--- src/verilog/div_ctrl_pkg.sv ---
// divider controller state encoding
`default_nettype none

package div_ctrl_pkg;

    // sequencer states, two bits
    // idle waits for start, run steps the datapath,
    // done is the one-cycle result pulse
    typedef enum logic [1:0] {
        state_idle = 2'b00,
        state_run  = 2'b01,
        state_done = 2'b10
    } div_state_t;

endpackage

`default_nettype wire

--- src/verilog/div_data_pkg.sv ---
// divider operand sizing: default operand width and step counter width helper
`default_nettype none

package div_data_pkg;

    // operand width used by the top level and the testbench
    localparam int div_default_width = 16;

    // bits needed to count steps 0 .. width-1
    // never below one bit, so width 2 still gets a counter
    function automatic int div_count_width(input int width);
        int bits;
        bits = $clog2(width);
        if (bits < 1) begin
            bits = 1;
        end
        return bits;
    endfunction

endpackage

`default_nettype wire
--- src/verilog/restoring_divider.sv ---
// restoring divider top level: controller and datapath instances
`timescale 1ns/1ps
`default_nettype none

module restoring_divider
    import div_data_pkg::*;
#(
    parameter int data_width = div_default_width
) (
    input  logic                  clk,
    input  logic                  reset,
    input  logic                  start,
    input  logic [data_width-1:0] dividend,
    input  logic [data_width-1:0] divisor,
    output logic                  busy,
    output logic                  done,
    output logic [data_width-1:0] quotient,
    output logic [data_width-1:0] remainder
);

    // controller to datapath strobes
    logic load;
    logic step;
    // datapath back to controller
    logic last_step;

    // sequencer
    div_controller u_ctrl (
        .clk       (clk),
        .reset     (reset),
        .start     (start),
        .last_step (last_step),
        .load      (load),
        .step      (step),
        .busy      (busy),
        .done      (done)
    );

    // shift, subtract, restore
    div_datapath #(
        .data_width (data_width)
    ) u_dp (
        .clk       (clk),
        .reset     (reset),
        .load      (load),
        .step      (step),
        .dividend  (dividend),
        .divisor   (divisor),
        .last_step (last_step),
        .quotient  (quotient),
        .remainder (remainder)
    );

endmodule

`default_nettype wire

--- src/verilog/div_controller.sv ---
// divider controller: idle/run/done sequencer with load and step strobes, busy and done
`timescale 1ns/1ps
`default_nettype none

module div_controller
    import div_ctrl_pkg::*;
(
    input  logic clk,
    input  logic reset,
    input  logic start,
    input  logic last_step,
    output logic load,
    output logic step,
    output logic busy,
    output logic done
);

    div_state_t state;
    div_state_t state_next;

    // state register
    always_ff @(posedge clk or negedge reset) begin
        if (!reset) begin
            state <= state_idle;
        end else begin
            state <= state_next;
        end
    end

    // next state
    // start counts only in idle, anything else ignores it
    always_comb begin
        state_next = state;
        case (state)
            state_idle: begin
                if (start) begin
                    state_next = state_run;
                end
            end
            state_run: begin
                // leave after the final step edge
                if (last_step) begin
                    state_next = state_done;
                end
            end
            state_done: begin
                // one cycle of done, then back to waiting
                state_next = state_idle;
            end
            default: begin
                state_next = state_idle;
            end
        endcase
    end

    // load strobe
    // combinational from start so the accepting edge captures operands
    assign load = (state == state_idle) && start;

    // one datapath step per run cycle
    assign step = (state == state_run);

    // busy covers run and the done cycle
    assign busy = (state != state_idle);

    // result pulse
    assign done = (state == state_done);

endmodule

`default_nettype wire

--- src/verilog/div_datapath.sv ---
// restoring divider datapath: operand and result registers, step counter, restore mux
`timescale 1ns/1ps
`default_nettype none

module div_datapath
    import div_data_pkg::*;
#(
    parameter int data_width = div_default_width
) (
    input  logic                  clk,
    input  logic                  reset,
    input  logic                  load,
    input  logic                  step,
    input  logic [data_width-1:0] dividend,
    input  logic [data_width-1:0] divisor,
    output logic                  last_step,
    output logic [data_width-1:0] quotient,
    output logic [data_width-1:0] remainder
);

    // step counter width, derived from the operand width
    localparam int cnt_width = div_count_width(data_width);

    // index of the final step
    localparam logic [cnt_width-1:0] last_count = cnt_width'(data_width - 1);

    // width sanity, the shift needs at least two bits
    if (data_width < 2) begin : g_width_check
        $error("div_datapath needs data_width of 2 or more");
    end

    // partial remainder, one extra bit for the sign of the trial
    logic [data_width:0]     rem_q;
    // dividend shift register, its msb feeds the remainder each step
    logic [data_width-1:0]   dvd_q;
    // divisor, held for the whole division
    logic [data_width-1:0]   dsr_q;
    // quotient bits shift in from the right
    logic [data_width-1:0]   quo_q;
    logic [cnt_width-1:0]    count_q;

    // combinational step values
    logic [2*data_width:0]   shifted;
    logic [data_width:0]     shifted_rem;
    logic [data_width-1:0]   shifted_dvd;
    logic [data_width:0]     diff;
    logic [data_width:0]     rem_next;
    logic                    quo_bit;

    // shift remainder and dividend left together as one word
    always_comb begin
        shifted     = {rem_q, dvd_q} << 1;
        shifted_rem = shifted[2*data_width:data_width];
        shifted_dvd = shifted[data_width-1:0];
    end

    // trial subtraction
    // sign bit set means the divisor did not fit
    always_comb begin
        diff     = shifted_rem - {1'b0, dsr_q};
        quo_bit  = ~diff[data_width];
        // restore mux
        rem_next = diff[data_width] ? shifted_rem : diff;
    end

    // partial remainder
    // cleared at reset so the outputs read zero before any start
    always_ff @(posedge clk or negedge reset) begin
        if (!reset) begin
            rem_q <= '0;
        end else if (load) begin
            rem_q <= '0;
        end else if (step) begin
            rem_q <= rem_next;
        end
    end

    // quotient, one new bit per step
    always_ff @(posedge clk or negedge reset) begin
        if (!reset) begin
            quo_q <= '0;
        end else if (load) begin
            quo_q <= '0;
        end else if (step) begin
            quo_q <= {quo_q[data_width-2:0], quo_bit};
        end
    end

    // operand registers, loaded at start
    always_ff @(posedge clk) begin
        if (load) begin
            dvd_q <= dividend;
            dsr_q <= divisor;
        end else if (step) begin
            // divisor just holds
            dvd_q <= shifted_dvd;
        end
    end

    // step counter
    // counts completed steps, cleared on every accepted start
    always_ff @(posedge clk or negedge reset) begin
        if (!reset) begin
            count_q <= '0;
        end else if (load) begin
            count_q <= '0;
        end else if (step) begin
            count_q <= count_q + 1'b1;
        end
    end

    // final step flag, only while stepping
    assign last_step = step && (count_q == last_count);

    // results
    // top remainder bit is always clear once a step finishes
    assign quotient  = quo_q;
    assign remainder = rem_q[data_width-1:0];

endmodule

`default_nettype wire

--- config.mk ---
export PLATFORM = sky130hd
export DESIGN_NAME = restoring_divider
export DESIGN_NICKNAME = d
export VERILOG_FILES = /design/src/verilog/div_ctrl_pkg.sv /design/src/verilog/div_data_pkg.sv /design/src/verilog/restoring_divider.sv /design/src/verilog/div_controller.sv /design/src/verilog/div_datapath.sv
export SDC_FILE = /design/constraint.sdc
export NUM_CORES = 1
export LEC_CHECK = 0
export BUFFER_PORTS_ARGS = -buffer_cell sky130_fd_sc_hd__clkbuf_2
export CORE_MARGIN = 2
export CORE_UTILIZATION = 30
export CTS_BUF_LIST = sky130_fd_sc_hd__clkbuf_8 sky130_fd_sc_hd__clkbuf_16
export CTS_CLUSTER_DIAMETER = 80
export DETAILED_ROUTE_END_ITERATION = 8
export HOLD_SLACK_MARGIN = 0.15
export PLACE_DENSITY = 0.56
export SLEW_MARGIN = 10
export SYNTH_ARGS = -nofsm -noshare
export SYNTH_HDL_FRONTEND = slang
export SYNTH_SLANG_ARGS = --single-unit
export TNS_END_PERCENT = 20
--- constraint.sdc ---
create_clock -name clk -period 4.6 [get_ports clk]
set_clock_uncertainty 0.2 [all_clocks]
set_input_delay 0.46 -clock clk [delete_from_list [all_inputs] [get_ports clk]]
set_output_delay 0.46 -clock clk [all_outputs]
set_load 0.03 [all_outputs]
Word level (Yosys, flattened, before mapping)
Index checks and enable logic that the tools add are counted.
{"block": "totals", "ff_bits": 70, "in_bits": 35}
{"block": "classes", "n_addsub": 2, "n_eq_ne": 5, "muxes": 12, "n_bitwise": 1, "reduce_logical": 6}
{"operator": "two-way mux 16 bit", "n": 7}
{"operator": "subtractor 17 x 16 -> 17 bit", "n": 1}
{"operator": "two-way mux 4 bit", "n": 2}
{"operator": "adder 4 x 1 -> 4 bit, second input constant", "n": 1}
{"operator": "equality test 4 bit, second input constant", "n": 1}
{"operator": "two-way mux 2 bit", "n": 2}
{"operator": "inequality test 2 bit, second input constant", "n": 2}
{"operator": "case mux 2 bit (2 select lines)", "n": 1}
{"operator": "nonzero test 2 bit", "n": 2}
{"operator": "equality test 2 x 1 -> 1 bit, second input constant", "n": 1}
{"operator": "equality test 2 bit, second input constant", "n": 1}
{"operator": "logical AND 1 bit", "n": 2}
{"operator": "logical NOT 2 bit", "n": 1}
{"operator": "AND reduction 2 bit", "n": 1}
{"operator": "NOT 1 bit", "n": 1}

Longest topological paths before layout
{"block": "depth", "depth_word": 4, "ltp_mapped": 12}

Cells and area by module
Synthesis repeated with hierarchy kept, for this count alone.
{"block": "hier_totals", "hier_cells": 364, "hier_area_um2": 3901.2}
{"mod": "div_datapath", "n_inst": 1, "cells_per_inst": 354, "area_per_inst_um2": 3792.4, "seq_area_each_um2": 1861.8}
{"mod": "div_controller", "n_inst": 1, "cells_per_inst": 10, "area_per_inst_um2": 108.9, "seq_area_each_um2": 50.0}

Worst setup path before layout
Ideal clock, no wire load.
{"block": "synth_path", "path_type": "register to register", "startpoint": "reg u_dp.rem_q[0]", "endpoint": "reg u_dp.rem_q[2]", "arrival_ns": 2.670, "t_required_ns": 4.268, "path_slack_ns": 1.598, "path_stages_with_launch": 10, "n_path_buf": 1, "period_less_slack_ns": 3.002, "cell_sequence": "dfrtp_1 fa_1 a211o_1 a211oi_2 nor4_2 nor3b_2 nor4_4 buf_6 mux2i_1 o21ai_1"}
{"block": "synth_via", "elab_chain_len": 4}
{"element": "start, declared", "line": "div_datapath.sv:33", "source": "logic [data_width:0] rem_q;"}
{"element": "start signal, assigned", "line": "div_datapath.sv:74", "source": "rem_q <= rem_next;"}
{"element": "subtractor 17 x 16 -> 17 bit", "line": "div_datapath.sv:60", "source": "diff = shifted_rem - {1'b0, dsr_q};"}
{"element": "two-way mux 16 bit", "line": "div_datapath.sv:63", "source": "rem_next = diff[data_width] ? shifted_rem : diff;"}
{"element": "two-way mux 16 bit", "line": "div_datapath.sv:73", "source": "end else if (step) begin"}
{"element": "two-way mux 16 bit", "line": "div_datapath.sv:71", "source": "end else if (load) begin"}
Every way passes these cells. The select of a mux whose other input is x is not followed.
A chain may end at the register's enable or synchronous reset.

Worst setup path after layout
{"block": "layout_path", "startpoint": "reg u_dp.dvd_q[15]", "endpoint": "reg u_dp.rem_q[15]"}
{"block": "layout_via", "elab_chain_len": 4}
{"element": "start, declared", "line": "div_datapath.sv:35", "source": "logic [data_width-1:0] dvd_q;"}
{"element": "start signal, assigned", "line": "div_datapath.sv:92", "source": "dvd_q <= dividend;"}
{"element": "start signal, assigned", "line": "div_datapath.sv:96", "source": "dvd_q <= shifted_dvd;"}
{"element": "subtractor 17 x 16 -> 17 bit", "line": "div_datapath.sv:60"}
{"element": "two-way mux 16 bit", "line": "div_datapath.sv:63"}
{"element": "two-way mux 16 bit", "line": "div_datapath.sv:73"}
{"element": "two-way mux 16 bit", "line": "div_datapath.sv:71"}
Every way passes these cells. The select of a mux whose other input is x is not followed.

==> results.txt <==
CP arrival = 3.33 ns
mux cell area share after synthesis = 0.0275
Netlist cell types = 44
Die H = 114 µm
Final Hold Fails = 0
Max-cap violations = 0
IO Pins = 69
clock slew seen by the registers of the worst setup and hold paths = 0.06 ns
die span in x = 114 µm
largest family of logic cells by synthesized area = simple AND/OR/NAND/NOR gates
# DRC = 0
Post-Synth Simple-Gate Area = 0.173
Area growth, synth to finish = 27.4%
initial antenna violation count = 0
CTS Hold Bufs = 17
post-route ant nets = 0
Routed wire per std cell = 13.5 µm
CP max stage delay = 0.42 ns
area of the multi-input gates = 0.00157 mm²
peak supply drop = 224 µV
crit path kind = flip-flop to flip-flop
Synth async-reset ratio = 0.543
I/O Buffers = 68
number of synthesized register bits = 70
total gr overflow = 0
CTS tree = yes
DR pass1 iterations = 4
synth warn = 0
vias per cell = 4.76
commonest non-fill, non-tap cell in the layout = nand2_1
gp weighted congestion = 0.840
compound-gate portion of the synthesized area = 0.141
n_diodes = 0
post-synthesis sequential area ratio = 0.526
critical path launch point type = flip-flop
Syn Area/Cell = 9.86 µm²
hold crit path type = input pin to flip-flop
xor and xnor area share after synthesis = 0.0265
TritonCTS Buffers = 9
Post-Synth Adder-Cell Area = 0.0640
Die ar. = 0.0130 mm²
fin cells = 607
Post-DP HPWL = 5.55 mm
CTS H-tree lvls = 3
final setup TNS = 0 ns
ranking of synthesized cells by area = edfxtp_1 (26%), dfrtp_1 (26%), nand2_1 (9.4%), ha_1 (5.8%), o21ai_0 (4.0%)
worst relative slew slack = 0.304
Data required, critical path = 4.65 ns
Critical Path Most Common Cell = inv_1
Fill cells = 1227
number of synthesized flops with an enable pin = 32
Resized cells post-CTS = 0
synthesized net count = 422
Period Utilization, post-route = 0.712
post-synth top area share = 0.264
CP max FO = 15
Initial Util = 0.305
crit path capture type = flip-flop
# Post-CTS Setup Buffers = 0
Clock Path Buffers = 2
vias = 2888
outcome = finished, final reports clean
Buf/Inv on CP = 3
Final min period = 3.28 ns
Pwr Density = 794 mW/mm²
Core Region = 0.0119 mm²
vias in the first global route = 2807
most frequent cells in the layout = nand2_1 (91), clkbuf_2 (68), dfrtp_1 (38), edfxtp_1 (32), o21ai_0 (29)
Final nets = 508
slowest stage cell on the critical path = fa_1
first-pass GRT wire length = 13.7 mm
post-synthesis instance area = 0.00364 mm²
final instance area = 0.00463 mm²
Final setup viols = 0
hold_ws = 0.181 ns
register area = 0.00191 mm²
worst-margin pin slew = 1.04 ns
CTS root buf = clkbuf_16
ys flop type = dfrtp_1
largest net degree at the start of global routing = 48
cell count after synthesis = 369
pins over their slew limit = 0
CP cell instances = inv_1, ha_1, inv_1, fa_1, a211o_1, a211oi_2, nor4_2, nor4b_2, nor4_4, buf_4, or3b_1, o211ai_1
routed wire length = 8.20 mm
area post-placement = 0.00414 mm²
DP Cell Count = 574
share of cells above drive strength 1 = 0.207
worst skew pair latency = 0.33 ns
unrepaired setup endpoints after global routing = false
Max Clk Rate = 305 MHz
cell family with most CP delay = simple AND/OR/NAND/NOR gates
Final Util = 0.389
Core Rows = 40
Leakage = 2.18 nW
area leader, netlist = edfxtp_1
clock sinks = 70
GRT Util Overall = 0.133
initial DRC count = 107
[synth_stat cells, types with 2 or more instances]
master / number
a21o_1: 7
a21oi_1: 13
a32oi_1: 3
and3_1: 3
clkbuf_1: 13
dfrtp_1: 38
edfxtp_1: 32
ha_1: 17
inv_1: 23
mux2i_1: 10
nand2_1: 91
nand2b_1: 3
nand3_1: 17
nand4_1: 2
nor2_1: 8
nor2b_1: 3
nor3b_1: 2
o211ai_1: 2
o21a_1: 4
o21ai_0: 29
o21ai_1: 13
o31ai_1: 4
or3_1: 2
xnor2_1: 6
xor2_1: 5
[worst paths after layout]
| check | startpoint | endpoint | slack [ns] | cells after the start |
|---|---|---|---|---|
| setup / recovery | u_dp.dvd_q[15] | u_dp.rem_q[15] | 1.32 | 12 |
| min in group asynchronous | reset | u_dp.rem_q[6] | 0.64 | 2 |
| hold / removal | dividend[10] | u_dp.dvd_q[10] | 0.18 | 3 |
| setup reg to reg | u_dp.dvd_q[15] | u_dp.rem_q[15] | 1.32 | 12 |
| max in group asynchronous | reset | u_dp.quotient[5] | 2.92 | 2 |
| hold reg to reg | u_dp.count_q[2] | u_dp.count_q[2] | 0.31 | 1 |
[routing by layer]
| layer | vias to the layer above | part of all wire | GRT usage |
|---|---|---|---|
| li1 | 1459 | - | - |
| met1 | 1362 | 0.48 | 0.180 |
| met2 | 56 | 0.45 | 0.202 |
| met3 | 11 | 0.053 | 0.0402 |
| met4 | 0 | 0.016 | 0.0488 |
| met5 | - | 0 | 0 |
[report_power, final]
part	switching [mW]	internal, mW	leakage [nW]
Combinational	1.12	0.681	1.23
Clock	0.279	0.477	0.158
Sequential	0.175	0.950	0.792
Total	1.57	2.11	2.18
[final cells by class]
type	instances	share of cell area
inverters	23	0.0186
flip-flops and latches	70	0.413
clock inverters	7	0.0211
well taps	147	0.0397
clock buffers	9	0.0486
multi-input cells	260	0.339
repair buffers	91	0.120
[cell families (layout without fill, tap and decap cells)]
| logic type | count (synthesis) | after routing |
|---|---|---|
| AOI/OAI and AO/OA | 84 | 84 |
| xor gates and xnor gates | 11 | 11 |
| adders and majority gates | 18 | 18 |
| buffers and inverters | 39 | 130 |
| DFF | 70 | 70 |
| muxes | 10 | 10 |
| and+or+nand+nor | 137 | 137 |
[tightest hold or removal path: cells and delay by family]
family | cells | cell delay, ns
buffers and inverters | 1 | 0.07
and+or+nand+nor | 2 | 0.08
[registers in the layout (all words and copies together), names as in the netlist]
signal and count:
u_ctrl.state 2, u_dp.dsr_q 16, u_dp.rem_q 16, u_dp.count_q 4, u_dp.quotient 16, u_dp.dvd_q 16
[through the flow]
step / setup WS, ns / total power [mW]
3_3_place_gp: 1.40 / 2.90
4_1_cts: 1.29 / 3.72
5_1_grt: 1.11 / 3.98
3_5_place_dp: 1.30 / 2.94
6_report: 1.32 / 3.68
2_1_floorplan: 1.60 / 2.48
(Power assumes the default switching activity.)
